===== config.mk =====
export PLATFORM = sky130hd
export DESIGN_NAME = loadBuffer
export DESIGN_NICKNAME = d
export VERILOG_FILES = /design/src/coreTypesPkg.sv /design/src/memTypesPkg.sv /design/src/loadBuffer.sv
export VERILOG_INCLUDE_DIRS = /design/src
export SDC_FILE = /design/constraint.sdc
export NUM_CORES = 1
export LEC_CHECK = 0
export BUFFER_PORTS_ARGS = -buffer_cell sky130_fd_sc_hd__buf_2
export CORE_ASPECT_RATIO = 1.5
export CORE_MARGIN = 2
export CORE_UTILIZATION = 45
export CTS_BUF_LIST = sky130_fd_sc_hd__clkbuf_8
export CTS_CLUSTER_SIZE = 8
export DETAILED_ROUTE_END_ITERATION = 8
export PLACE_DENSITY_LB_ADDON = 0.15
export SKIP_CTS_REPAIR_TIMING = 1
export SLEW_MARGIN = 30
export SYNTH_ARGS = -nofsm -noshare
export SYNTH_HDL_FRONTEND = slang
export SYNTH_SLANG_ARGS = --single-unit

===== constraint.sdc =====
create_clock -name clk -period 4.3 [get_ports clk]
set_input_delay 0.43 -clock clk [delete_from_list [all_inputs] [get_ports clk]]
set_output_delay 0.43 -clock clk [all_outputs]
set_load 0.01 [all_outputs]

===== src/lsu_cfg.svh =====
`ifndef LSU_CFG_SVH
`define LSU_CFG_SVH

// store queue slot count is a power of two so the pointers wrap
`define LSU_SQ_DEPTH 8

// recent loads remembered for ordering checks
`define LSU_LB_DEPTH 8

// data memory size in 32-bit words
`define LSU_MEM_WORDS 256

`endif


===== src/coreTypesPkg.sv =====
package coreTypesPkg;

    // circular program-order number
    typedef logic [5:0] SqN;
    typedef logic [5:0] RegTag;
    typedef logic [4:0] RegNm;

    typedef enum logic [2:0] {
        LB,
        LH,
        LW,
        LBU,
        LHU,
        SB,
        SH,
        SW
    } LsuOp;

    typedef struct packed {
        logic [31:0] srcA;
        logic [31:0] srcB;
        logic [31:0] imm;
        logic [31:0] pc;
        LsuOp        opcode;
        RegTag       tagDst;
        RegNm        nmDst;
        SqN          sqN;
        SqN          loadSqN;
        SqN          storeSqN;
    } ExUop;

    typedef struct packed {
        logic [31:0] result;
        RegTag       tagDst;
        RegNm        nmDst;
        SqN          sqN;
        logic [31:0] pc;
        logic        valid;
    } ResUop;

    typedef struct packed {
        logic        taken;
        logic [31:0] dstPc;
        SqN          sqN;
        SqN          loadSqN;
        SqN          storeSqN;
    } BranchProv;

    // a is older than b when a - b is negative as a signed value
    function automatic logic isOlder(SqN a, SqN b);
        SqN diff;
        diff = a - b;
        return $signed(diff) < 0;
    endfunction

    // flush keeps everything that is not younger than the flush point
    function automatic logic survives(SqN sqN, logic invalidate, SqN invalidateSqN);
        return !invalidate || !isOlder(invalidateSqN, sqN);
    endfunction

endpackage


===== src/memTypesPkg.sv =====
package memTypesPkg;

    typedef logic [29:0] WordAddr;
    typedef logic [3:0]  ByteMask;

    // pipeline request towards the store queue
    typedef struct packed {
        logic             valid;
        logic             isLoad;
        WordAddr          addr;
        logic [31:0]      data;
        ByteMask          wmask;
        coreTypesPkg::SqN sqN;
        coreTypesPkg::SqN storeSqN;
    } MemReq;

    typedef struct packed {
        logic             valid;
        logic             isLoad;
        WordAddr          addr;
        coreTypesPkg::SqN sqN;
        coreTypesPkg::SqN loadSqN;
    } LbReq;

    // data is already lane-shifted, wmask marks the live bytes
    typedef struct packed {
        logic             valid;
        WordAddr          addr;
        logic [31:0]      data;
        ByteMask          wmask;
        coreTypesPkg::SqN sqN;
    } SqEntry;

    typedef struct packed {
        logic             valid;
        WordAddr          addr;
        coreTypesPkg::SqN sqN;
    } LbEntry;

endpackage


===== src/loadBuffer.sv =====
`timescale 1ns/10ps
`include "lsu_cfg.svh"

module loadBuffer (
    input  logic              clk,
    input  logic              rst,
    input  memTypesPkg::LbReq lbReq,
    input  logic              invalidate,
    input  coreTypesPkg::SqN  invalidateSqN,
    output logic              mispred
);
    localparam int IdxW = $clog2(`LSU_LB_DEPTH);

    memTypesPkg::LbEntry window [`LSU_LB_DEPTH];
    logic [IdxW-1:0]     wrPtr;
    logic                reqLive;
    logic                conflict;

    assign reqLive = lbReq.valid
        && coreTypesPkg::survives(lbReq.sqN, invalidate, invalidateSqN);

    // a store hitting a younger load that already read its word
    always_comb begin
        conflict = 1'b0;
        for (int i = 0; i < `LSU_LB_DEPTH; i++) begin
            if (window[i].valid && window[i].addr == lbReq.addr
                    && coreTypesPkg::isOlder(lbReq.sqN, window[i].sqN)) begin
                conflict = 1'b1;
            end
        end
    end

    always_ff @(posedge clk) begin
        for (int i = 0; i < `LSU_LB_DEPTH; i++) begin
            if (!coreTypesPkg::survives(window[i].sqN, invalidate, invalidateSqN)) begin
                window[i].valid <= 1'b0;
            end
        end
        mispred <= reqLive && !lbReq.isLoad && conflict;
        // oldest slot gets overwritten
        if (reqLive && lbReq.isLoad) begin
            window[wrPtr] <= '{valid: 1'b1, addr: lbReq.addr, sqN: lbReq.sqN};
            wrPtr <= wrPtr + 1'b1;
        end
        if (rst) begin
            for (int i = 0; i < `LSU_LB_DEPTH; i++) begin
                window[i].valid <= 1'b0;
            end
            wrPtr <= '0;
            mispred <= 1'b0;
        end
    end

endmodule


==> results.py <==
metrics = {
    "status": {
        "outcome": "complete, no violations",
    },
    "hold_path": {
        "hold_start": "rst",
        "holdPathStages": 2,
        "holdPathEnd": "wrPtr[2]",
        "worstHoldPathType": "in2reg",
    },
    "synthesis": {
        "yosysSeqAreaShare_pct": 62.78,
        "synth_area_sq_um": 14160,
        "synthFlopType": "edfxtp_1",
        "synth_nets": 1105,
        "synth_seq_cells": 300,
        "yosysWarnings": 0,
        "syn-mean-instance-area_sq_um": 14.48,
        "synth_edf_count": 288,
        "yosysUniqueCellTypes": 48,
        "synth_cells": 978,
        "postSynth.asyncResetShare_pct": 0,
    },
    "finish": {
        "nFillCells": 2709,
        "post-route-util_pct": 50.80,
        "fin_cells": 1503,
        "layout.nets": 1195,
        "layout_commonest_cell": "edfxtp_1",
        "design_area_sq_um": 15770,
        "final_cell_mix": "edfxtp_1 (288), xnor2_1 (179), xor2_1 (88), ha_1 (74), inv_1 (65)",
        "drive_gt1_share_pct": 13.49,
        "synthToLayoutAreaGrowth_pct": 11.36,
    },
    "timing": {
        "tns_ns": 0,
        "timing.final.crit_period_ns": 3.004,
        "clock_skew_ns": 0.02756,
        "worstMarginPinSlew_ns": 0.8901,
        "slew_violations": 0,
        "rsz0062_at_grt": "no",
        "setup_viol": 0,
        "fin_ws_ns": 1.296,
        "fmax_mhz": 332.9,
        "holdWs_ns": 0.1189,
        "final_hold_viol_count": 0,
        "max_slew_margin_pct": 40.11,
        "period_share_pct": 69.86,
    },
    "critical_path": {
        "reg2reg_slack_ns": 1.84,
        "worstPathMaxFanout": 22,
        "setup.worst_path.end_class": "flop",
        "start_kind": "input port",
        "rr_endpoint": "mispred",
        "worstRegToRegCells": 9,
        "worstPathRequired_ns": 4.56,
        "cp.arrival_ns": 3.26,
        "r2r-start": "window[3][2]",
        "slowest_stage": "nor2_4",
        "critPathTopFamily": "simple AND/OR/NAND/NOR gates",
        "cp.buffers_inverters": 3,
        "crit_chain": "buf_2 -> inv_1 -> ha_1 -> a21o_1 -> a21oi_2 -> o21ai_1 -> a211oi_1 -> nand3_1 -> nor2_4 -> buf_12",
        "path_depth": 10,
        "max_stage_delay_ns": 0.56,
        "worstSetupPathType": "in2reg",
    },
    "global_routing": {
        "grt_pass1_vias": 8048,
        "grt_start_max_net_pins": 37,
        "grt_pass1_wl_mm": 49.77,
        "antenna_found_initial": 1,
        "grt_usage_pct": 20.73,
        "grt_overflow": 0,
    },
    "die": {
        "die-area_sq_um": 32930,
        "start_util_pct": 45.62,
        "row_count": 79,
        "die_w_um": 148.8,
        "core-area_sq_um": 31040,
        "io_pins": 54,
        "die_h_um": 221.2,
    },
    "drt": {
        "vias_per_cell": 5.259,
        "drt_iter0_markers": 487,
        "postRouteAntennaNets": 0,
        "drc": 0,
        "wl_per_cell_um": 22.37,
        "first_pass_iters": 6,
        "vias": 7905,
        "drt-total-wl_mm": 33.62,
    },
    "clocking": {
        "cts_tree": "built",
        "clock_sinks": 300,
        "clock_latency_ns": 0.58,
        "root_buffer": "clkbuf_8",
        "clock_path_buffers": 3,
        "path_clk_slew_ns": 0.06,
        "h-tree-depth": 2,
        "cts_made_buffers": 47,
    },
    "placed_design": {
        "dp_cells": 1424,
        "place_worst_setup_slack_ns": 0.6968,
        "dp_hpwl_mm": 22.55,
        "placedInstanceArea_sq_um": 14960,
        "numPortBuffers": 47,
        "gp_congestion": 0.7690,
    },
    "power_and_ir_drop": {
        "powerDensity_nw_per_um2": 373.0,
        "power_mw": 5.881,
        "ir_worst_vdd_mv": 0.2004,
        "p_leak_nw": 5.545,
    },
    "run": {
        "maxCapViolations": 0,
    },
}
==> cell usage after synthesis, types with 3 or more instances <==
library cell / count / area (sq um)
edfxtp_1: 288 / 8648
xnor2_1: 179 / 1568
xor2_1: 88 / 770.7
ha_1: 74 / 925.9
inv_1: 45 / 168.9
nand4_1: 45 / 281.5
nor4_1: 31 / 193.9
a21oi_1: 28 / 140.1
nand2_1: 21 / 78.83
buf_2: 20 / 100.1
a21o_1: 17 / 127.6
nand2b_1: 14 / 87.58
o21ai_0: 13 / 65.06
dfxtp_1: 12 / 240.2
nor2_1: 10 / 37.54
o21ai_1: 10 / 50.05
buf_6: 7 / 78.83
nand3_1: 7 / 35.03
nor3_1: 7 / 35.03
buf_4: 6 / 45.04
a211oi_1: 5 / 37.54
and2_1: 5 / 31.28
a31oi_1: 4 / 25.02
nor2b_1: 4 / 25.02
o211ai_1: 4 / 30.03
o31ai_1: 4 / 30.03
or4_1: 3 / 22.52
==> final cells by class <==
class | count | area (sq um) | share of cell area (%)
antenna | 1 | 2.502 | 0.01587
clock buffer | 51 | 701.9 | 4.452
clock inverter | 27 | 105.1 | 0.6666
inverter | 45 | 168.9 | 1.071
multi-input combinational | 599 | 4923 | 31.23
sequential | 300 | 8889 | 56.37
tap | 405 | 506.7 | 3.214
timing repair buffer | 75 | 470.5 | 2.984
==> worst register-to-register path, stage by stage (launching register included) <==
cell      delay [ns]
edfxtp_1        0.36
inv_1           0.09
ha_1            0.24
a21o_1          0.17
a31oi_1         0.40
o21ai_1         0.16
a211oi_1        0.32
o22ai_1         0.13
a221o_1         0.29
o211a_1         0.23
==> metal layers <==
metal  track usage [%]  share of wire (%)  wire length (um)
met2             37.75                 53             17800
met5                 0                  0                 0
met4             9.124                3.9              1321
met1             23.75                 39             13260
met3             3.278                3.6              1227
==> kinds of logic after synthesis <==
| family | after synthesis | synth area share (%) |
|---|---|---|
| adder cells (fa/ha/maj) | 74 | 6.539 |
| flip-flops | 300 | 62.78 |
| XOR/XNOR | 270 | 16.86 |
| AO/OA/AOI/OAI | 99 | 4.516 |
| multiplexers | 2 | 0.1767 |
| AND/OR/NAND/NOR | 154 | 6.327 |
| buffers and inverters | 79 | 2.801 |
==> power by group <==
group	internal (mW)	total, mW	switching (mW)
sequential	3.24	3.25	0.0155
clock	1.08	2.14	1.07
combinational	0.174	0.484	0.309
total	4.49	5.88	1.39
==> flip-flops by register name, summed over array words and instances, names as in the netlist <==
register,count
window,296
wrPtr,3
mispred,1
==> worst max-delay path by stage <==
stage | start | endpoint | slack [ns]
after floorplan | lbReq[7] | window[1][0] | -0.24
after global placement | lbReq[7] | window[6][32] | 0.70
after detailed placement | lbReq[7] | window[6][27] | 0.70
after CTS | lbReq[7] | window[6][1] | 1.29
after global routing | lbReq[7] | window[6][12] | 1.12
final | lbReq[7] | window[6][12] | 1.30
No activity file was read; power rests on OpenSTA's default activity.
