<file path="config.mk">
export PLATFORM = sky130hd
export DESIGN_NAME = loadStoreUnit
export DESIGN_NICKNAME = d
export VERILOG_FILES = /design/src/lsu_cfg.svh /design/src/coreTypesPkg.sv /design/src/memTypesPkg.sv /design/src/loadStoreUnit.sv
export SDC_FILE = /design/constraint.sdc
export NUM_CORES = 1
export LEC_CHECK = 0
export BUFFER_PORTS_ARGS = -buffer_cell sky130_fd_sc_hd__buf_2
export CAP_MARGIN = 15
export CORE_AREA = 2 2 179 181
export DETAILED_ROUTE_END_ITERATION = 10
export DIE_AREA = 0 0 181 183
export GPL_ROUTABILITY_DRIVEN = 1
export PLACE_DENSITY = 0.66
export SLEW_MARGIN = 20
export SYNTH_ARGS = -nofsm -noshare
export SYNTH_HDL_FRONTEND = slang
export SYNTH_SLANG_ARGS = --single-unit
</file>
<file path="constraint.sdc">
create_clock -name clk -period 6.1 [get_ports clk]
set_input_delay 0.305 -clock clk [delete_from_list [all_inputs] [get_ports clk]]
set_output_delay 0.305 -clock clk [all_outputs]
set_load 0.01 [all_outputs]
</file>
<file path="src/lsu_cfg.svh">
`ifndef LSU_CFG_SVH
`define LSU_CFG_SVH

// store queue slot count is a power of two so the pointers wrap
`define LSU_SQ_DEPTH 8

// recent loads remembered for ordering checks
`define LSU_LB_DEPTH 8

// data memory size in 32-bit words
`define LSU_MEM_WORDS 256

`endif

</file>
<file path="src/coreTypesPkg.sv">
package coreTypesPkg;

    // circular program-order number
    typedef logic [5:0] SqN;
    typedef logic [5:0] RegTag;
    typedef logic [4:0] RegNm;

    typedef enum logic [2:0] {
        LB,
        LH,
        LW,
        LBU,
        LHU,
        SB,
        SH,
        SW
    } LsuOp;

    typedef struct packed {
        logic [31:0] srcA;
        logic [31:0] srcB;
        logic [31:0] imm;
        logic [31:0] pc;
        LsuOp        opcode;
        RegTag       tagDst;
        RegNm        nmDst;
        SqN          sqN;
        SqN          loadSqN;
        SqN          storeSqN;
    } ExUop;

    typedef struct packed {
        logic [31:0] result;
        RegTag       tagDst;
        RegNm        nmDst;
        SqN          sqN;
        logic [31:0] pc;
        logic        valid;
    } ResUop;

    typedef struct packed {
        logic        taken;
        logic [31:0] dstPc;
        SqN          sqN;
        SqN          loadSqN;
        SqN          storeSqN;
    } BranchProv;

    // a is older than b when a - b is negative as a signed value
    function automatic logic isOlder(SqN a, SqN b);
        SqN diff;
        diff = a - b;
        return $signed(diff) < 0;
    endfunction

    // flush keeps everything that is not younger than the flush point
    function automatic logic survives(SqN sqN, logic invalidate, SqN invalidateSqN);
        return !invalidate || !isOlder(invalidateSqN, sqN);
    endfunction

endpackage

</file>
<file path="src/memTypesPkg.sv">
package memTypesPkg;

    typedef logic [29:0] WordAddr;
    typedef logic [3:0]  ByteMask;

    // pipeline request towards the store queue
    typedef struct packed {
        logic             valid;
        logic             isLoad;
        WordAddr          addr;
        logic [31:0]      data;
        ByteMask          wmask;
        coreTypesPkg::SqN sqN;
        coreTypesPkg::SqN storeSqN;
    } MemReq;

    typedef struct packed {
        logic             valid;
        logic             isLoad;
        WordAddr          addr;
        coreTypesPkg::SqN sqN;
        coreTypesPkg::SqN loadSqN;
    } LbReq;

    // data is already lane-shifted, wmask marks the live bytes
    typedef struct packed {
        logic             valid;
        WordAddr          addr;
        logic [31:0]      data;
        ByteMask          wmask;
        coreTypesPkg::SqN sqN;
    } SqEntry;

    typedef struct packed {
        logic             valid;
        WordAddr          addr;
        coreTypesPkg::SqN sqN;
    } LbEntry;

endpackage

</file>
<file path="src/loadStoreUnit.sv">
`timescale 1ns/10ps

module loadStoreUnit (
    input  logic                    clk,
    input  logic                    rst,
    input  logic                    inValid,
    input  coreTypesPkg::ExUop      inUop,
    input  logic                    invalidate,
    input  coreTypesPkg::SqN        invalidateSqN,
    input  logic [31:0]             readData,
    input  logic                    mispred,
    output memTypesPkg::MemReq      sqReq,
    output memTypesPkg::LbReq       lbReq,
    output coreTypesPkg::BranchProv branchProv,
    output logic                    wbReq,
    output coreTypesPkg::ResUop     resUop
);
    // op state carried down i0, i1, i2
    typedef struct packed {
        logic                valid;
        coreTypesPkg::LsuOp  opcode;
        coreTypesPkg::RegTag tagDst;
        coreTypesPkg::RegNm  nmDst;
        coreTypesPkg::SqN    sqN;
        coreTypesPkg::SqN    loadSqN;
        coreTypesPkg::SqN    storeSqN;
        logic [1:0]          byteIdx;
        logic [31:0]         pc;
    } StageOp;

    StageOp                  i0;
    StageOp                  i1;
    StageOp                  i2;
    StageOp                  i0Next;
    StageOp                  i1Next;
    StageOp                  i2Next;
    memTypesPkg::MemReq      sqReqNext;
    memTypesPkg::LbReq       lbReqNext;
    coreTypesPkg::BranchProv branchNext;
    coreTypesPkg::ResUop     resNext;
    logic [31:0]             addr;
    logic                    inLive;
    logic                    isStore;
    memTypesPkg::ByteMask    stMask;
    logic [31:0]             stData;
    logic [7:0]              ldByte;
    logic [15:0]             ldHalf;
    logic [31:0]             ldResult;

    assign addr = inUop.srcA + inUop.imm;
    assign inLive = inValid && coreTypesPkg::survives(inUop.sqN, invalidate, invalidateSqN);
    assign isStore = inUop.opcode inside {coreTypesPkg::SB, coreTypesPkg::SH, coreTypesPkg::SW};
    assign wbReq = i2.valid;

    // store data moves into the lanes picked by the low address bits
    always_comb begin
        stMask = 4'b0000;
        stData = inUop.srcB;
        case (inUop.opcode)
            coreTypesPkg::SB: begin
                stMask = 4'b0001 << addr[1:0];
                stData = inUop.srcB << {addr[1:0], 3'b000};
            end
            coreTypesPkg::SH: begin
                stMask = addr[1] ? 4'b1100 : 4'b0011;
                stData = inUop.srcB << {addr[1], 4'b0000};
            end
            coreTypesPkg::SW: stMask = 4'b1111;
            default: stMask = 4'b0000;
        endcase
    end

    always_comb begin
        i0Next.valid = inLive;
        i0Next.opcode = inUop.opcode;
        i0Next.tagDst = inUop.tagDst;
        i0Next.nmDst = inUop.nmDst;
        i0Next.sqN = inUop.sqN;
        i0Next.loadSqN = inUop.loadSqN;
        i0Next.storeSqN = inUop.storeSqN;
        i0Next.byteIdx = addr[1:0];
        i0Next.pc = inUop.pc;

        sqReqNext.valid = inLive;
        sqReqNext.isLoad = !isStore;
        sqReqNext.addr = addr[31:2];
        sqReqNext.data = stData;
        sqReqNext.wmask = stMask;
        sqReqNext.sqN = inUop.sqN;
        sqReqNext.storeSqN = inUop.storeSqN;

        lbReqNext.valid = inLive;
        lbReqNext.isLoad = !isStore;
        lbReqNext.addr = addr[31:2];
        lbReqNext.sqN = inUop.sqN;
        lbReqNext.loadSqN = inUop.loadSqN;

        i1Next = i0;
        i1Next.valid = i0.valid && coreTypesPkg::survives(i0.sqN, invalidate, invalidateSqN);
        i2Next = i1;
        i2Next.valid = i1.valid && coreTypesPkg::survives(i1.sqN, invalidate, invalidateSqN);

        // ordering violation restarts fetch after the op in i1
        branchNext.taken = i2Next.valid && mispred;
        branchNext.dstPc = i1.pc + 32'd4;
        branchNext.sqN = i1.sqN;
        branchNext.loadSqN = i1.loadSqN;
        branchNext.storeSqN = i1.storeSqN;
    end

    // load extraction from the merged word
    always_comb begin
        ldByte = readData[{i2.byteIdx, 3'b000} +: 8];
        ldHalf = i2.byteIdx[1] ? readData[31:16] : readData[15:0];
        case (i2.opcode)
            coreTypesPkg::LB:  ldResult = {{24{ldByte[7]}}, ldByte};
            coreTypesPkg::LBU: ldResult = {24'b0, ldByte};
            coreTypesPkg::LH:  ldResult = {{16{ldHalf[15]}}, ldHalf};
            coreTypesPkg::LHU: ldResult = {16'b0, ldHalf};
            coreTypesPkg::LW:  ldResult = readData;
            default:           ldResult = 32'b0;
        endcase

        resNext.result = ldResult;
        resNext.tagDst = i2.tagDst;
        resNext.nmDst = i2.nmDst;
        resNext.sqN = i2.sqN;
        resNext.pc = i2.pc;
        resNext.valid = i2.valid && coreTypesPkg::survives(i2.sqN, invalidate, invalidateSqN);
    end

    always_ff @(posedge clk) begin
        i0 <= i0Next;
        i1 <= i1Next;
        i2 <= i2Next;
        sqReq <= sqReqNext;
        lbReq <= lbReqNext;
        branchProv <= branchNext;
        resUop <= resNext;
        if (rst) begin
            i0.valid <= 1'b0;
            i1.valid <= 1'b0;
            i2.valid <= 1'b0;
            sqReq.valid <= 1'b0;
            lbReq.valid <= 1'b0;
            branchProv.taken <= 1'b0;
            resUop.valid <= 1'b0;
        end
    end

    // the whole pipe is empty once reset has been seen
    assert property (@(posedge clk) rst |=> !wbReq)
        else $error("wbReq high in the cycle after reset");

endmodule

</file>
==> results of run 1 <==
## final cells by class
cell class                      instances  area (sq um)  share of cell area
Timing Repair Buffer                  561          3298              0.1940
Tap cell                              402         503.0             0.02958
Inverter                               44         165.2            0.009714
Clock buffer                           52          1136             0.06682
Multi-Input combinational cell        563          3929              0.2311
Clock inverter                         20         337.8             0.01987
Sequential cell                       381          7627              0.4486
Antenna cell                            2         5.005           0.0002944
## state kept, by name, indices dropped and copies added (netlist names)
signal	cells
branchNext	18
branchProv	43
i0	67
i1	49
i2	54
lbReq	31
resUop	82
sqReq	36
wbReq	1
## worst reg2reg max path, cell delays in order, from the launching register on
cell           delay, ns
dfxtp_1             0.82
nor3_1              0.10
a21oi_1             0.14
or2_2               0.13
nand2_1             0.24
a221o_1             0.38
dlygate4sd3_1       0.56
## cell usage after synthesis, types with 5 or more instances
| cell type | n |
|---|---|
| a21oi_1 | 53 |
| o21ai_1 | 9 |
| mux2i_1 | 10 |
| nand2_1 | 81 |
| a22o_1 | 8 |
| clkbuf_1 | 20 |
| and3_1 | 11 |
| a222oi_1 | 9 |
| o22ai_1 | 16 |
| nand2b_1 | 12 |
| a21o_1 | 37 |
| nor3_1 | 8 |
| nand4_1 | 9 |
| buf_4 | 65 |
| xnor2_1 | 44 |
| nor2b_1 | 13 |
| xor2_1 | 22 |
| nor2_1 | 41 |
| ha_1 | 48 |
| nand3_1 | 15 |
| a221o_1 | 14 |
| dfxtp_1 | 381 |
| and2_1 | 5 |
| o21ai_0 | 30 |
| o21a_1 | 8 |
| buf_2 | 5 |
| inv_1 | 43 |
## power by group through the flow
stage | clock, uW | combinational [uW] | sequential, uW
3_5_place_dp | 0 | 783 | 2840
3_3_place_gp | 0 | 776 | 2840
6_report | 2640 | 840 | 2790
5_1_grt | 2790 | 909 | 2810
4_1_cts | 2680 | 839 | 2790
2_1_floorplan | 0 | 436 | 2880
## placed cells by master (no fill, tap or decap), types with 16 or more instances in the layout
master	n
dlygate4sd3_1	95
a21o_1	37
inv_1	43
xnor2_1	44
ha_1	48
buf_2	460
nand2_1	81
o21ai_0	30
nor2_1	41
dfxtp_1	381
o22ai_1	16
xor2_1	22
a21oi_1	53
clkbuf_16	40
## kinds of logic after synthesis
family	synth area share
flip-flops	0.6201
AO/OA/AOI/OAI	0.1266
AND/OR/NAND/NOR	0.08219
buffers and inverters	0.06184
XOR/XNOR	0.04699
adder cells (fa/ha/maj)	0.05045
multiplexers	0.01180
## per-stage QoR
step                      instance area (sq um)  instances
after CTS                                 17000       2023
after global placement                    14570       1856
after global routing                      17000       2025
after detailed placement                  14570       1856
final                                     17000       2025
after floorplan                           12300       1080
## per-layer routing
metal | share of wire | wire length [um]
met5 | 0.00039 | 13
met4 | 0.025 | 810
met3 | 0.076 | 2505
met2 | 0.50 | 16510
met1 | 0.40 | 13220
## path summary, 6_finish.rpt
path                   start          to  cells after the start
setup / recovery      i2[33]  resUop[52]                      6
hold / removal    inUop[100]   sqReq[20]                      2
setup reg to reg      i2[33]  resUop[52]                      6
hold reg to reg       i0[55]      i1[55]                      0
==> results_dict.tcl, run 1 <==
set metrics [dict create \
    status "finished clean" \
    irDropWorstVdd_mv 0.2442 \
    cp_max_fo 14 \
    drtAntennaViolNets 0 \
    cts_buffers 40 \
    skew_ns 0.02551 \
    min_path_type "primary input to register" \
    area_growth_pct 38.22 \
    clkSinkCount 381 \
    drc 0 \
    power_per_cell_area_mw_per_mm2 368.6 \
    root_buffer "clkbuf_16" \
    fp.dieH_um 183 \
    synth_warnings 0 \
    synth_top_area_frac 0.6201 \
    period_share 0.4041 \
    grt_use_total 0.1874 \
    worstPathArrival_ns 2.89 \
    met2_usage 0.3398 \
    cts_hold_buf 95 \
    setup-tns-final_ns 0 \
    ys_top_cells_by_area "dfxtp_1 62%, ha_1 4.9%, buf_4 4.0%, xnor2_1 3.1%, nand2_1 2.5%" \
    maxSlewViolCount 0 \
    clockBufferDepth 3 \
    async_reset_ff_frac 0 \
    die_area_sq_mm 0.03312 \
    fill_cells 2689 \
    setup_viol 0 \
    fin_crit_ns 2.465 \
    critPathLaunchType "register" \
    worstPathRequired_ns 6.53 \
    synth_area_sq_mm 0.01230 \
    yosys_register_bits 381 \
    fmax_mhz 405.7 \
    first_pass_iters 7 \
    pin_count 461 \
    clkLatencyLatePin_ns 0.54 \
    crit_slowest_cell "dfxtp_1" \
    p_int_uw 4709 \
    combPwrFrac 0.134 \
    whs_ns 0.02792 \
    worst_pin_slew_ns 0.9945 \
    ff2ff_setup_slack_ns 3.64 \
    clk_pin_slew_ns 0.06 \
    synthFlopType "dfxtp_1" \
    cts.htree.levels 2 \
    rsz0062_at_grt "false" \
    ys_types 66 \
    cpPeakStageDelay_ns 0.82 \
    fp-row-count 65 \
    cpLargestDelayFamily "flip-flops" \
    hold_violations 0 \
    cp-end-kind "register" \
    pre_cts_ws_ns 3.249 \
    grt_max_degree 31 \
    syn_inst 1080 \
    seq_area_frac_synth 0.6201 \
    ctsResizeCount 0 \
    critPathKind "register to register" \
    cts_setup_buffers 0 \
    syn_nets 1332 \
    core_sq_mm 0.03123 \
    syn_area_per_cell_sq_um 11.39 \
    power.leakage_uw 0.008215 \
    p_switching_uw 1558 \
    grt-ovfl-total 0 \
    antenna_found_initial 3 \
    gp_congestion 0.8960 \
    num_vias 9570 \
    finalNetCount 1843 \
    portBuffers 460 \
    netlist.top_cell.by_area "dfxtp_1" \
    swShare 0.2485 \
    via_per_inst 4.726 \
    cts_tree "yes" \
    slew_headroom 0.3353 \
    use_met3 0.05004 \
    final_util 0.5444 \
    power_uw 6267 \
    post_drt_wl_per_cell_um 16.33 \
    synth_edf_count 0 \
    die_x_um 181 \
    dp_hpwl_um 23820 \
    grt_pass1_wl_um 49500 \
    wirelength_um 33060 \
    grt_pass1_vias 9479 \
    first_iter_violations 542 \
    clkPwrFrac 0.421 \
    p_seq_frac 0.445 \
    met1_usage 0.2146 \
    start_util 0.3939 \
    path_buf_inv 1 \
    worst_slack_ns 3.635 \
    drive_gt1_frac 0.3399 \
    top_usage_layer "met2" \
    cap_violations 0 \
    critical_path.cell_chain "nor3_1 > a21oi_1 > or2_2 > nand2_1 > a221o_1 > dlygate4sd3_1" \
]
Power figures use the tool's default switching activity.
==> inputs of run 2 (changes only) <==
--- a/config.mk
+++ b/config.mk
@@ -7,11 +7,11 @@
 export LEC_CHECK = 0
 export BUFFER_PORTS_ARGS = -buffer_cell sky130_fd_sc_hd__buf_2
 export CAP_MARGIN = 15
-export CORE_AREA = 2 2 179 181
+export CORE_AREA = 2 2 181 183
 export DETAILED_ROUTE_END_ITERATION = 10
-export DIE_AREA = 0 0 181 183
+export DIE_AREA = 0 0 183 185
 export GPL_ROUTABILITY_DRIVEN = 1
-export PLACE_DENSITY = 0.66
+export PLACE_DENSITY = 0.68
 export SLEW_MARGIN = 20
 export SYNTH_ARGS = -nofsm -noshare
 export SYNTH_HDL_FRONTEND = slang
==> constraint.sdc (replaced) <==
create_clock -name clk -period 2.25 [get_ports clk]
set_input_delay 0.1125 -clock clk [delete_from_list [all_inputs] [get_ports clk]]
set_output_delay 0.1125 -clock clk [all_outputs]
set_load 0.01 [all_outputs]
==> results_dict.tcl, run 2 (synthesis gave the netlist of run 1 again) <==
set metrics [dict create \
    critical_path.cell_chain "dlygate4sd3_1 > buf_2 > ha_2 > nand2_1 > nor2_2 > and3_1 > o211ai_1 > a311oi_2 > mux2i_1 > a2111oi_1" \
    fp-row-count 66 \
    die_x_um 183 \
    cts.htree.levels 2 \
    status "finished clean" \
    reg_top3 "resUop: 82 flops, i0: 67 flops, i2: 54 flops" \
    root_buffer "clkbuf_16" \
    worstPathRequired_ns 2.66 \
    antenna_found_initial 1 \
    min_to "lbReq[29]" \
    fin_area_sq_mm 0.01795 \
    critPathKind "primary input to register" \
    drc 0 \
    crit_slowest_cell "dlygate4sd3_1" \
    combPwrFrac 0.146 \
    worstPathArrival_ns 2.54 \
    via_per_inst 4.739 \
    grt_pass1_vias 9982 \
    clk_pin_slew_ns 0.06 \
    power_per_cell_area_mw_per_mm2 965.0 \
    critPathLaunchType "primary input" \
    largest-register "resUop" \
    clkPwrFrac 0.418 \
    start_util 0.3839 \
    gp_congestion 0.8357 \
    die_area_sq_mm 0.03386 \
    slew_headroom 0.4312 \
    cts_buffers 40 \
    portBuffers 460 \
    cp_max_fo 5 \
    fill_cells 2592 \
    reg2regPathDepth 8 \
    irDropWorstVdd_mv 0.5959 \
    grt-ovfl-total 0 \
    fin_cells 2126 \
    fp.dieH_um 185 \
    min_path_type "primary input to register" \
    largest_reg_flops 82 \
    drive_gt1_frac 0.3494 \
    rsz0062_at_grt "false" \
    power.leakage_uw 0.008642 \
    post_drt_wl_per_cell_um 16.23 \
    wirelength_um 34500 \
    p_switching_uw 4215 \
    grt_use_total 0.1917 \
    worst_pin_slew_ns 0.8509 \
    dp_hpwl_um 24050 \
    hold_violations 0 \
    first_iter_violations 545 \
    path_buf_inv 2 \
    cpLargestDelayFamily "compound AO/OA/AOI/OAI gates" \
    p_int_uw 13110 \
    grt_max_degree 30 \
    setup-tns-final_ns 0 \
    first_pass_iters 6 \
    cts_tree "yes" \
    finalNetCount 1939 \
    maxSlewViolCount 0 \
    core_sq_mm 0.03204 \
    p_seq_frac 0.436 \
    fin_crit_ns 2.130 \
    r2r_end "branchProv[48]" \
    fmax_mhz 469.4 \
    min-delay-start "inUop[83]" \
    skew_ns 0.02085 \
    pin_count 461 \
    layout_common_cells "460 x buf_2, 381 x dfxtp_1, 153 x dlygate4sd3_1" \
    cp-end-kind "register" \
    setup_viol 0 \
    swShare 0.2433 \
    period_share 0.9467 \
    clockBufferDepth 3 \
    place_inst 1900 \
    cpPeakStageDelay_ns 0.54 \
    area_growth_pct 45.93 \
    drtAntennaViolNets 0 \
    r2r-start "i1[2]" \
    place_area_sq_mm 0.01486 \
    clkSinkCount 381 \
    num_vias 10076 \
    ff2ff_setup_slack_ns 0.19 \
    mostFrequentLayoutCell "buf_2" \
    holdPathStages 3 \
    grt_pass1_wl_um 51470 \
    clkLatencyLatePin_ns 0.53 \
    cap_violations 0 \
]
-- run 2: changes by cell type in the layout (fill, tap and decap cells not counted), sizes merged --
cell         previous run  this run
clkinv                  8         3
diode                   2         1
clkbuf                 52        53
clkinvlp                3         5
bufinv                  7         9
buf                   466       504
dlygate4sd3            95       153
-- run 2: worst max-delay path by stage --
stage | startpoint | end | slack, ns | cells after the start
CTS | inUop[147] | lbReq[41] | 0.05 | 10
global route | inUop[138] | lbReq[37] | 0.002 | 9
global placement | inUop[64] | lbReq[36] | -0.14 | 12
floorplan | inUop[64] | lbReq[36] | 0.06 | 10
detailed placement | inUop[64] | lbReq[36] | -0.19 | 12
finish | inUop[147] | lbReq[41] | 0.12 | 10
-- run 2: power by group through the flow --
stage / Combinational (uW) / Sequential (uW) / Clock [uW]
floorplan: 1180 / 7810 / 0
global placement: 2220 / 7680 / 0
detailed placement: 2240 / 7690 / 0
CTS: 2480 / 7550 / 7400
global route: 2750 / 7600 / 7710
finish: 2530 / 7550 / 7240
-- run 2: final cells by class --
| cell class | instances | area, sq um | share of cell area |
|---|---|---|---|
| diodes | 1 | 2.502 | 0.0001394 |
| clock buffers | 53 | 1130 | 0.06294 |
| clock inverters | 19 | 354.1 | 0.01973 |
| inverters | 44 | 165.2 | 0.009201 |
| multi-input cells | 563 | 3996 | 0.2226 |
| flip-flops and latches | 381 | 7627 | 0.4249 |
| well taps | 408 | 510.5 | 0.02844 |
| repair buffers | 657 | 4164 | 0.2320 |
-- run 2: stage by stage --
stage | total power [uW] | hold slack [ns] | util | worst slack, ns
2_1_floorplan | 8998 | 0.1402 | - | 0.06461
3_3_place_gp | 9898 | 0.2147 | 0.4639 | -0.1364
3_5_place_dp | 9926 | 0.2161 | 0.4639 | -0.1875
4_1_cts | 17430 | 0.0003074 | 0.5580 | 0.04771
5_1_grt | 18060 | 0.008004 | 0.5601 | 0.002253
6_report | 17320 | 0.01239 | 0.5602 | 0.1198
-- run 2: what timing repair did --
action,in CTS,in global routing
buffers inserted,0,0
endpoints found under the hold margin,146,0
endpoints found under the setup margin,0,11
hold buffers,153,0
gates resized for setup,0,17
-- run 2: tightest hold or removal path, stage by stage --
cell,delay (ns)
buf_2,0.09
ha_2,0.21
xor2_1,0.07
-- run 2: routing by layer --
metal,vias up,GRT usage,wire [um]
met5,-,0,0
met4,0,0.07328,1074
met3,86,0.04483,2627
met2,485,0.3541,17450
met1,4633,0.2134,13350
li1,4872,-,-
