`src/lsu_cfg.svh`:
```
`ifndef LSU_CFG_SVH
`define LSU_CFG_SVH

// store queue slot count is a power of two so the pointers wrap
`define LSU_SQ_DEPTH 8

// recent loads remembered for ordering checks
`define LSU_LB_DEPTH 8

// data memory size in 32-bit words
`define LSU_MEM_WORDS 256

`endif

```
`src/coreTypesPkg.sv`:
```
package coreTypesPkg;

    // circular program-order number
    typedef logic [5:0] SqN;
    typedef logic [5:0] RegTag;
    typedef logic [4:0] RegNm;

    typedef enum logic [2:0] {
        LB,
        LH,
        LW,
        LBU,
        LHU,
        SB,
        SH,
        SW
    } LsuOp;

    typedef struct packed {
        logic [31:0] srcA;
        logic [31:0] srcB;
        logic [31:0] imm;
        logic [31:0] pc;
        LsuOp        opcode;
        RegTag       tagDst;
        RegNm        nmDst;
        SqN          sqN;
        SqN          loadSqN;
        SqN          storeSqN;
    } ExUop;

    typedef struct packed {
        logic [31:0] result;
        RegTag       tagDst;
        RegNm        nmDst;
        SqN          sqN;
        logic [31:0] pc;
        logic        valid;
    } ResUop;

    typedef struct packed {
        logic        taken;
        logic [31:0] dstPc;
        SqN          sqN;
        SqN          loadSqN;
        SqN          storeSqN;
    } BranchProv;

    // a is older than b when a - b is negative as a signed value
    function automatic logic isOlder(SqN a, SqN b);
        SqN diff;
        diff = a - b;
        return $signed(diff) < 0;
    endfunction

    // flush keeps everything that is not younger than the flush point
    function automatic logic survives(SqN sqN, logic invalidate, SqN invalidateSqN);
        return !invalidate || !isOlder(invalidateSqN, sqN);
    endfunction

endpackage

```
`src/memTypesPkg.sv`:
```
package memTypesPkg;

    typedef logic [29:0] WordAddr;
    typedef logic [3:0]  ByteMask;

    // pipeline request towards the store queue
    typedef struct packed {
        logic             valid;
        logic             isLoad;
        WordAddr          addr;
        logic [31:0]      data;
        ByteMask          wmask;
        coreTypesPkg::SqN sqN;
        coreTypesPkg::SqN storeSqN;
    } MemReq;

    typedef struct packed {
        logic             valid;
        logic             isLoad;
        WordAddr          addr;
        coreTypesPkg::SqN sqN;
        coreTypesPkg::SqN loadSqN;
    } LbReq;

    // data is already lane-shifted, wmask marks the live bytes
    typedef struct packed {
        logic             valid;
        WordAddr          addr;
        logic [31:0]      data;
        ByteMask          wmask;
        coreTypesPkg::SqN sqN;
    } SqEntry;

    typedef struct packed {
        logic             valid;
        WordAddr          addr;
        coreTypesPkg::SqN sqN;
    } LbEntry;

endpackage

```
`src/storeQueue.sv`:
```
`timescale 1ns/10ps
`include "lsu_cfg.svh"

module storeQueue (
    input  logic                 clk,
    input  logic                 rst,
    input  memTypesPkg::MemReq   sqReq,
    input  logic                 invalidate,
    input  coreTypesPkg::SqN     invalidateSqN,
    input  logic [31:0]          memRdData,
    output memTypesPkg::WordAddr memRdAddr,
    output logic                 memWrEn,
    output memTypesPkg::WordAddr memWrAddr,
    output logic [31:0]          memWrData,
    output memTypesPkg::ByteMask memWrMask,
    output logic [31:0]          readData
);
    localparam int IdxW = $clog2(`LSU_SQ_DEPTH);
    localparam int CntW = IdxW + 1;

    memTypesPkg::SqEntry       entries [`LSU_SQ_DEPTH];
    memTypesPkg::SqEntry       headEntry;
    memTypesPkg::SqEntry       drained;
    logic [`LSU_SQ_DEPTH-1:0]  live;
    logic [IdxW-1:0]           head;
    logic [IdxW-1:0]           headNext;
    logic [IdxW-1:0]           pushIdx;
    logic [CntW-1:0]           count;
    logic [CntW-1:0]           kept;
    logic [CntW-1:0]           keptAfterPop;
    logic                      pop;
    logic                      push;
    memTypesPkg::WordAddr      ldAddr;
    coreTypesPkg::SqN          ldSqN;
    logic [31:0]               merged;

    function automatic logic hits(memTypesPkg::SqEntry st, memTypesPkg::WordAddr a,
                                  coreTypesPkg::SqN loadSqN);
        return st.valid && st.addr == a && coreTypesPkg::isOlder(st.sqN, loadSqN);
    endfunction

    function automatic logic [31:0] applyStore(logic [31:0] base, memTypesPkg::SqEntry st);
        logic [31:0] res;
        res = base;
        for (int b = 0; b < 4; b++) begin
            if (st.wmask[b]) begin
                res[8*b +: 8] = st.data[8*b +: 8];
            end
        end
        return res;
    endfunction

    always_comb begin
        for (int i = 0; i < `LSU_SQ_DEPTH; i++) begin
            live[i] = entries[i].valid
                && coreTypesPkg::survives(entries[i].sqN, invalidate, invalidateSqN);
        end
    end

    assign headEntry = entries[head];
    assign pop = live[head];
    assign kept = CntW'($countones(live));
    assign keptAfterPop = kept - CntW'(pop);
    assign headNext = head + IdxW'(pop);
    // survivors sit right behind the head, so a flush rolls the tail back
    assign pushIdx = headNext + keptAfterPop[IdxW-1:0];
    assign push = sqReq.valid && !sqReq.isLoad
        && coreTypesPkg::survives(sqReq.sqN, invalidate, invalidateSqN);

    assign memRdAddr = sqReq.addr;
    assign memWrEn = pop;
    assign memWrAddr = headEntry.addr;
    assign memWrData = headEntry.data;
    assign memWrMask = headEntry.wmask;

    // memory returns the word from before the last drain, so replay that drain first
    always_comb begin
        logic [IdxW-1:0] idx;
        merged = memRdData;
        if (hits(drained, ldAddr, ldSqN)) begin
            merged = applyStore(merged, drained);
        end
        for (int k = 0; k < `LSU_SQ_DEPTH; k++) begin
            idx = head + IdxW'(k);
            if (hits(entries[idx], ldAddr, ldSqN)) begin
                merged = applyStore(merged, entries[idx]);
            end
        end
    end

    always_ff @(posedge clk) begin
        for (int i = 0; i < `LSU_SQ_DEPTH; i++) begin
            if (!live[i]) begin
                entries[i].valid <= 1'b0;
            end
        end
        if (pop) begin
            entries[head].valid <= 1'b0;
        end
        if (push) begin
            entries[pushIdx] <= '{valid: 1'b1, addr: sqReq.addr, data: sqReq.data,
                                  wmask: sqReq.wmask, sqN: sqReq.sqN};
        end
        head <= headNext;
        count <= keptAfterPop + CntW'(push);
        drained <= headEntry;
        drained.valid <= pop;
        if (sqReq.valid && sqReq.isLoad) begin
            ldAddr <= sqReq.addr;
            ldSqN <= sqReq.sqN;
        end
        readData <= merged;
        if (rst) begin
            for (int i = 0; i < `LSU_SQ_DEPTH; i++) begin
                entries[i].valid <= 1'b0;
            end
            head <= '0;
            count <= '0;
            drained.valid <= 1'b0;
        end
    end

    assert property (@(posedge clk) disable iff (rst) push |-> keptAfterPop < CntW'(`LSU_SQ_DEPTH))
        else $error("store queue overflow");

    // count and valid bits must agree after every flush rollback
    assert property (@(posedge clk) disable iff (rst) (count != '0) |-> entries[head].valid)
        else $error("store queue head invalid while not empty");

endmodule

```
`config.mk`:
```
export PLATFORM = sky130hd
export DESIGN_NAME = storeQueue
export DESIGN_NICKNAME = d
export VERILOG_FILES = /design/src/coreTypesPkg.sv /design/src/memTypesPkg.sv /design/src/storeQueue.sv
export VERILOG_INCLUDE_DIRS = /design/src
export SDC_FILE = /design/constraint.sdc
export NUM_CORES = 2
export LEC_CHECK = 0
export ABC_AREA = 1
export BUFFER_PORTS_ARGS = -buffer_cell sky130_fd_sc_hd__buf_2
export CAP_MARGIN = 10
export CORE_ASPECT_RATIO = 2
export CORE_MARGIN = 1.5
export CORE_UTILIZATION = 40
export CTS_CLUSTER_DIAMETER = 50
export DETAILED_ROUTE_END_ITERATION = 6
export GPL_TIMING_DRIVEN = 0
export PLACE_DENSITY = 0.63
export SETUP_SLACK_MARGIN = 0.02
export SYNTH_ARGS = -nofsm -noshare
export SYNTH_HDL_FRONTEND = slang
export SYNTH_SLANG_ARGS = --single-unit
```
`constraint.sdc`:
```
create_clock -name clk -period 14.4 [get_ports clk]
set_input_delay 4.32 -clock clk [delete_from_list [all_inputs] [get_ports clk]]
set_output_delay 4.32 -clock clk [all_outputs]
set_load 0.005 [all_outputs]
```
==> flow_summary.html, run 1 <==
<table>
<tr><th>Metric</th><th>Value</th></tr>
<tr><th colspan="2">Outcome</th></tr>
<tr><td>Outcome</td><td>stopped before the end</td></tr>
<tr><td>Last stage reached</td><td>global routing</td></tr>
<tr><td>Tool error message</td><td>[ERROR GRT-0116] Global routing finished with congestion. Check the congestion regions in the DRC Viewer.</td></tr>
<tr><th colspan="2">Placement</th></tr>
<tr><td>DP Wirelength</td><td>355000 microns</td></tr>
<tr><td>Cell total after placement</td><td>approximately 10000</td></tr>
<tr><td>Worst setup timing slack at the placement stage</td><td>2.65 ns</td></tr>
<tr><td>Area post-placement</td><td>between 50000 and 60000 sq um</td></tr>
<tr><td>Number of port buffers</td><td>between 200 and 250</td></tr>
<tr><td>Routability Congestion</td><td>approximately 1.3</td></tr>
<tr><th colspan="2">Yosys</th></tr>
<tr><td>Yosys warnings</td><td>0</td></tr>
<tr><td>Sequential-to-total area share from yosys stat</td><td>38.2%</td></tr>
<tr><td>Most frequently used flop master after synthesis</td><td>sky130_fd_sc_hd__edfxtp_1</td></tr>
<tr><td>Distinct cell type count after synthesis</td><td>63</td></tr>
<tr><td>Net count after synthesis</td><td>around 8100</td></tr>
<tr><td>Top cell types by occurrence after synthesis</td><td>sky130_fd_sc_hd__nand2_1 (3156), sky130_fd_sc_hd__nand3_1 (982), sky130_fd_sc_hd__o21ai_0 (695)</td></tr>
<tr><td>Cell count after synthesis</td><td>7898</td></tr>
<tr><td>Post-synthesis instance area</td><td>roughly 54000 sq um</td></tr>
<tr><td>Share of synthesized flip-flops with an asynchronous set or reset</td><td>0%</td></tr>
<tr><td>Yosys top cell area share</td><td>between 30% and 40%</td></tr>
<tr><td>EDFF count, synth</td><td>612</td></tr>
<tr><td>Post-Synthesis Mean Instance Area</td><td>a little under 7 sq um</td></tr>
<tr><td>Dominant cell type by area after synthesis</td><td>sky130_fd_sc_hd__edfxtp_1</td></tr>
<tr><td>Total of flip-flops plus latches after synthesis</td><td>728</td></tr>
<tr><td>Largest cells by area after synthesis</td><td>sky130_fd_sc_hd__edfxtp_1 (34%), sky130_fd_sc_hd__nand2_1 (22%), sky130_fd_sc_hd__nand3_1 (9.1%), sky130_fd_sc_hd__o21ai_0 (6.4%), sky130_fd_sc_hd__dfxtp_1 (4.3%)</td></tr>
<tr><td>Cell with the most instances after synthesis</td><td>sky130_fd_sc_hd__nand2_1</td></tr>
<tr><th colspan="2">Clock tree</th></tr>
<tr><td>Gates resized, CTS repair</td><td>0</td></tr>
<tr><td>Number of buffers between clock root and the deepest sink</td><td>3</td></tr>
<tr><td>Clock tree sinks</td><td>728</td></tr>
<tr><td>Number of buffers inserted for hold repair after clock tree synthesis</td><td>0</td></tr>
<tr><td>CTS Root Cell</td><td>sky130_fd_sc_hd__clkbuf_16</td></tr>
<tr><td>Post-CTS setup buffer count</td><td>0</td></tr>
<tr><td>Maximum level of the CTS H-tree</td><td>3</td></tr>
<tr><td>CTS buffer count</td><td>just under 80</td></tr>
<tr><th colspan="2">Floorplan</th></tr>
<tr><td>Ports placed on the boundary</td><td>250</td></tr>
<tr><td>Overall die height</td><td>approximately 520 microns</td></tr>
<tr><td>Placement Rows</td><td>190</td></tr>
<tr><td>Die Width</td><td>between 200 and 300 microns</td></tr>
<tr><td>Initial core utilization</td><td>40.3%</td></tr>
<tr><th colspan="2">Global routing</th></tr>
<tr><td>Wire length of the first global-routing pass</td><td>806000 microns</td></tr>
<tr><td>GRT Residual Overflow</td><td>about 5200</td></tr>
<tr><td>Largest net degree at the start of global routing</td><td>25</td></tr>
<tr><td>Global-route usage over all layers</td><td>80.0%</td></tr>
<tr><td>Vias in the first global route</td><td>~80000</td></tr>
</table>
==> routing by layer <==
| layer | GRT usage [%] | overflow |
|---|---|---|
| met2 | 106 | 3803 |
| met4 | 87.0 | 1369 |
| met3 | 56.7 | 47 |
| met1 | 75.8 | 26 |
| met5 | 20.4 | 2 |
==> kinds of logic after synthesis <==
| kind of cell | synth area share [%] |
|---|---|
| DFF | 38.2 |
| muxes | 1.45 |
| and+or+nand+nor | 38.8 |
| buffers and inverters | 8.50 |
| xor gates and xnor gates | 1.36 |
| adders and majority gates | 2.24 |
| AOI/OAI and AO/OA | 9.47 |
==> metrics by stage <==
step | utilization, % | TNS [ns] | hold WS, ns
2_1_floorplan | - | 0 | 0.612
3_3_place_gp | 42.8 | -3532.12 | 0.738
3_5_place_dp | 43.9 | 0 | 0.737
4_1_cts | 45.9 | 0 | 0.751
==> inputs of run 2 (changes only) <==
--- a/config.mk
+++ b/config.mk
@@ -9,14 +9,11 @@
 export ABC_AREA = 1
 export BUFFER_PORTS_ARGS = -buffer_cell sky130_fd_sc_hd__buf_2
 export CAP_MARGIN = 10
-export CORE_ASPECT_RATIO = 2
 export CORE_MARGIN = 1.5
-export CORE_UTILIZATION = 40
-export CTS_CLUSTER_DIAMETER = 50
+export CORE_UTILIZATION = 25
 export DETAILED_ROUTE_END_ITERATION = 6
 export GPL_TIMING_DRIVEN = 0
-export PLACE_DENSITY = 0.63
-export SETUP_SLACK_MARGIN = 0.02
+export PLACE_DENSITY_LB_ADDON = 0.15
 export SYNTH_ARGS = -nofsm -noshare
 export SYNTH_HDL_FRONTEND = slang
 export SYNTH_SLANG_ARGS = --single-unit
==> constraint.sdc (replaced) <==
create_clock -name clk -period 18.7 [get_ports clk]
set_input_delay 5.61 -clock clk [delete_from_list [all_inputs] [get_ports clk]]
set_output_delay 5.61 -clock clk [all_outputs]
set_load 0.005 [all_outputs]
==> flow_summary.html, run 2 <==
<table>
<tr><th>Metric</th><th>Value</th></tr>
<tr><th colspan="2">Outcome</th></tr>
<tr><td>Outcome</td><td>complete, but fails checks</td></tr>
<tr><td>Violated checks</td><td>DRC, capacitance limit, slew limit</td></tr>
<tr><th colspan="2">Global routing</th></tr>
<tr><td>GRT Residual Overflow</td><td>0</td></tr>
<tr><td>Number of antenna violations at the first check in global routing</td><td>between 80 and 90</td></tr>
<tr><td>Global-route usage over all layers</td><td>40.3%</td></tr>
<tr><td>Wire length of the first global-routing pass</td><td>between 500000 and 600000 microns</td></tr>
<tr><td>Vias in the first global route</td><td>58200</td></tr>
<tr><td>Largest net degree at the start of global routing</td><td>27</td></tr>
<tr><th colspan="2">Floorplan</th></tr>
<tr><td>Ports placed on the boundary</td><td>250 (unchanged)</td></tr>
<tr><td>Placement Rows</td><td>170 (-11%)</td></tr>
<tr><td>Core box area</td><td>~220000 sq um</td></tr>
<tr><td>Overall die height</td><td>469 microns (-10%)</td></tr>
<tr><td>Die Width</td><td>469 microns (+78%)</td></tr>
<tr><td>Initial core utilization</td><td>25.2% (-15 points)</td></tr>
<tr><td>Die area</td><td>220000 sq um</td></tr>
<tr><th colspan="2">Layout</th></tr>
<tr><td>Layout Cell Area excl Fill</td><td>63900 sq um</td></tr>
<tr><td>Area growth from synthesis to final layout</td><td>17.9%</td></tr>
<tr><td>Number of fill cells</td><td>23600</td></tr>
<tr><td>Most common cell after layout, fill and taps aside</td><td>sky130_fd_sc_hd__nand2_1</td></tr>
<tr><td>Largest registers in the final layout</td><td>entries x584, drained x73, readData x32</td></tr>
<tr><td>Fraction of final layout cells sized beyond drive strength 1</td><td>between 10% and 20%</td></tr>
<tr><td>Leading cell types in the layout, fill and taps excluded</td><td>sky130_fd_sc_hd__nand2_1 (3156), sky130_fd_sc_hd__nand3_1 (982), sky130_fd_sc_hd__o21ai_0 (687)</td></tr>
<tr><td>Fin nets</td><td>8564</td></tr>
<tr><td>FF/Latch Area</td><td>about 21000 sq um</td></tr>
<tr><td>Area of combinational cells with multiple inputs</td><td>about 29000 sq um</td></tr>
<tr><td>Final standard cell count with taps included and fillers excluded</td><td>roughly 11000</td></tr>
<tr><td>Post-route core utilization</td><td>about 30%</td></tr>
<tr><td>Most flops, register</td><td>entries</td></tr>
<tr><td>Flip-flop count of the largest register, all copies and words added</td><td>584</td></tr>
<tr><th colspan="2">Critical path</th></tr>
<tr><td>Type of the setup path with the least slack</td><td>in -&gt; out</td></tr>
<tr><td>Maximum cell stage delay along the critical path</td><td>about 0.47 ns</td></tr>
<tr><td>Cell occurring most often along the worst timing path</td><td>sky130_fd_sc_hd__nand2_1</td></tr>
<tr><td>Worst setup SP type</td><td>input port</td></tr>
<tr><td>Cell family contributing the most delay on the critical path</td><td>compound AO/OA/AOI/OAI gates</td></tr>
<tr><td>CP Max Fanout</td><td>9</td></tr>
<tr><td>Worst path bufs/invs</td><td>2</td></tr>
<tr><td>Worst-path cell with the longest stage delay</td><td>sky130_fd_sc_hd__a21oi_1</td></tr>
<tr><td>Data arrival time of the critical path</td><td>between 8 and 9 ns</td></tr>
<tr><td>Crit path cell chain</td><td>buf_2 &gt; ha_1 &gt; nand2_1 &gt; o211ai_1 &gt; a21boi_0 &gt; o21ai_0 &gt; nand2_1 &gt; nand2_1 &gt; o21ai_0 &gt; a21oi_1 &gt; o21ai_0 &gt; nand2_1 &gt; buf_2</td></tr>
<tr><td>Critical Path Sink Type</td><td>output pin</td></tr>
<tr><td>Data required, critical path</td><td>~13 ns</td></tr>
<tr><th colspan="2">Timing</th></tr>
<tr><td>Final setup violation count</td><td>0</td></tr>
<tr><td>Final Critical Period</td><td>14.15 ns</td></tr>
<tr><td>Max-Slew Margin vs Limit</td><td>-2.13%</td></tr>
<tr><td>Fraction of the cycle the final worst path needs</td><td>about 76%</td></tr>
<tr><td>Maximum achievable frequency</td><td>about 0.071 GHz</td></tr>
<tr><td>Unrepaired setup endpoints after global routing</td><td>no</td></tr>
<tr><td>Final-report hold violation count</td><td>0</td></tr>
<tr><td>Fin Clk Skew</td><td>about 0.053 ns</td></tr>
<tr><td>Max Transition Viols Final</td><td>30</td></tr>
<tr><td>Final worst hold slack</td><td>0.780 ns</td></tr>
<tr><td>Least-Margin Pin Slew</td><td>1.53 ns</td></tr>
<tr><th colspan="2">Clock tree</th></tr>
<tr><td>Post-CTS clock slew at the launch and capture registers of the worst setup and hold paths</td><td>roughly 0.06 ns</td></tr>
<tr><td>Maximum level of the CTS H-tree</td><td>3 (unchanged)</td></tr>
<tr><td>Number of buffers between clock root and the deepest sink</td><td>3 (unchanged)</td></tr>
<tr><td>CTS buffer count</td><td>96 (+22%)</td></tr>
<tr><td>Post-CTS setup buffer count</td><td>0 (unchanged)</td></tr>
<tr><td>Worst-Skew Late Latency</td><td>a little over 0.8 ns</td></tr>
<tr><td>CTS Root Cell</td><td>sky130_fd_sc_hd__clkbuf_16</td></tr>
<tr><td>Number of buffers inserted for hold repair after clock tree synthesis</td><td>0 (unchanged)</td></tr>
<tr><td>Gates resized, CTS repair</td><td>0 (unchanged)</td></tr>
<tr><td>CTS tree</td><td>done</td></tr>
<tr><td>Clock tree sinks</td><td>728 (unchanged)</td></tr>
<tr><th colspan="2">Drt</th></tr>
<tr><td>Routed length per instance</td><td>between 40 and 50 microns</td></tr>
<tr><td>DR vias/cell</td><td>around 5.8</td></tr>
<tr><td>Number of DRC markers in iteration 0</td><td>between 10000 and 15000</td></tr>
<tr><td>Routed wire length</td><td>457000 microns</td></tr>
<tr><td>Count of TritonRoute iterations in the first routing pass</td><td>7</td></tr>
<tr><td>Antenna violation net count after detailed routing</td><td>0</td></tr>
<tr><td>DR vias</td><td>65600</td></tr>
<tr><td># DRC</td><td>4</td></tr>
<tr><th colspan="2">Power</th></tr>
<tr><td>Cell leakage power</td><td>roughly 28 nW</td></tr>
<tr><td>Pwr dens</td><td>between 150 and 200 nW/um^2</td></tr>
<tr><td>Worst VDD drop</td><td>~110 uV</td></tr>
<tr><th colspan="2">Yosys</th></tr>
<tr><td>Yosys top cell area share</td><td>33.9% (unchanged)</td></tr>
<tr><td>Dominant cell type by area after synthesis</td><td>sky130_fd_sc_hd__edfxtp_1</td></tr>
<tr><td>EDFF count, synth</td><td>612 (unchanged)</td></tr>
<tr><td>Cell count after synthesis</td><td>7898 (unchanged)</td></tr>
<tr><td>Post-synthesis instance area</td><td>54200 sq um (unchanged)</td></tr>
<tr><td>Post-Synthesis Mean Instance Area</td><td>6.86 sq um (unchanged)</td></tr>
<tr><td>Yosys warnings</td><td>0 (unchanged)</td></tr>
<tr><td>Cell with the most instances after synthesis</td><td>sky130_fd_sc_hd__nand2_1</td></tr>
<tr><td>Total of flip-flops plus latches after synthesis</td><td>728 (unchanged)</td></tr>
<tr><td>Largest cells by area after synthesis</td><td>sky130_fd_sc_hd__edfxtp_1 (34%), sky130_fd_sc_hd__nand2_1 (22%), sky130_fd_sc_hd__nand3_1 (9.1%), sky130_fd_sc_hd__o21ai_0 (6.4%), sky130_fd_sc_hd__dfxtp_1 (4.3%)</td></tr>
<tr><td>Share of synthesized flip-flops with an asynchronous set or reset</td><td>0% (unchanged)</td></tr>
<tr><td>Top cell types by occurrence after synthesis</td><td>sky130_fd_sc_hd__nand2_1 (3156), sky130_fd_sc_hd__nand3_1 (982), sky130_fd_sc_hd__o21ai_0 (695)</td></tr>
<tr><td>Most frequently used flop master after synthesis</td><td>sky130_fd_sc_hd__edfxtp_1</td></tr>
<tr><td>Sequential-to-total area share from yosys stat</td><td>38.2% (unchanged)</td></tr>
<tr><td>Distinct cell type count after synthesis</td><td>63 (unchanged)</td></tr>
<tr><td>Net count after synthesis</td><td>8113 (unchanged)</td></tr>
<tr><th colspan="2">Placement</th></tr>
<tr><td>Area post-placement</td><td>60300 sq um (+2.4%)</td></tr>
<tr><td>Routability Congestion</td><td>1.09 (-17%)</td></tr>
<tr><td>DP Wirelength</td><td>372000 microns (+4.7%)</td></tr>
<tr><td>Cell total after placement</td><td>11100 (+11%)</td></tr>
<tr><td>Number of port buffers</td><td>241 (unchanged)</td></tr>
<tr><th colspan="2">Run</th></tr>
<tr><td>Max-capacitance violation count</td><td>3</td></tr>
<tr><th colspan="2">Hold path</th></tr>
<tr><td>Worst Hold Class</td><td>reg -&gt; reg</td></tr>
</table>
-- run 2: cell counts after synthesis --
No cell type changed its count.
-- run 2: cell families (layout without fill, tap and decap cells) --
family | Yosys count | in the layout | share of synthesized area, %
AO/OA/AOI/OAI | 964 | 964 | 9.47
XOR/XNOR | 82 | 82 | 1.36
adder cells (fa/ha/maj) | 94 | 94 | 2.24
buffers and inverters | 974 | 1508 | 8.50
flip-flops | 728 | 728 | 38.2
multiplexers | 78 | 78 | 1.45
other | 0 | 30 | 0
AND/OR/NAND/NOR | 4978 | 4978 | 38.8
-- run 2: power by group --
part | leakage [nW] | internal [mW] | switching (mW) | total (mW)
Clock | 1.59 | 1.15 | 0.848 | 2.00
Combinational | 20.1 | 1.62 | 5.93 | 7.55
Sequential | 6.51 | 2.01 | 0.124 | 2.13
-- run 2: cell type report --
cell class                 count  share of cell area, %
antenna                       30                  0.118
buffer                       544                   4.70
clock buffer                 132                   4.15
clock inverter                49                   1.03
inverter                     430                   2.54
multi-input combinational   6196                   45.4
sequential                   728                   32.4
tap                         2838                   5.56
timing repair buffer         353                   4.14
-- run 2: worst min-delay path, cell delays in order (launching register included) --
cell                       delay (ns)
sky130_fd_sc_hd__edfxtp_1        0.35
sky130_fd_sc_hd__nand2_1         0.07
sky130_fd_sc_hd__nand3_1         0.09
sky130_fd_sc_hd__nand3_1         0.10
sky130_fd_sc_hd__nand2_1         0.13
-- run 2: worst paths after layout --
check | startpoint | to | slack [ns] | depth (start not counted)
max | invalidateSqN[4] | memWrEn | 4.55 | 13
max reg2reg | head[1]$_SDFF_PP0_ | readData[12]$_DFF_P_ | 6.90 | 25
min | entries[6][49]$_DFFE_PP_ | drained[49]$_DFF_P_ | 0.78 | 4
min reg2reg | entries[6][49]$_DFFE_PP_ | drained[49]$_DFF_P_ | 0.78 | 4
-- run 2: routing by layer --
metal / global-route usage [%] / vias up / part of all wire (%)
met4: 19.8 / 16 / 5.7
met2: 54.7 / 4939 / 39
li1: - / 27200 / -
met5: 0 / - / 0.026
met1: 57.3 / 32500 / 44
met3: 11.9 / 966 / 12
-- run 2: through the flow --
step	power, mW	setup WS (ns)	setup TNS (ns)
global route	11.9	4.52	0
global placement	9.20	-8.40	-3250.06
detailed placement	9.22	4.51	0
floorplan	5.49	3.36	0
finish	11.7	4.55	0
CTS	11.2	4.49	0
(Power assumes the default switching activity.)
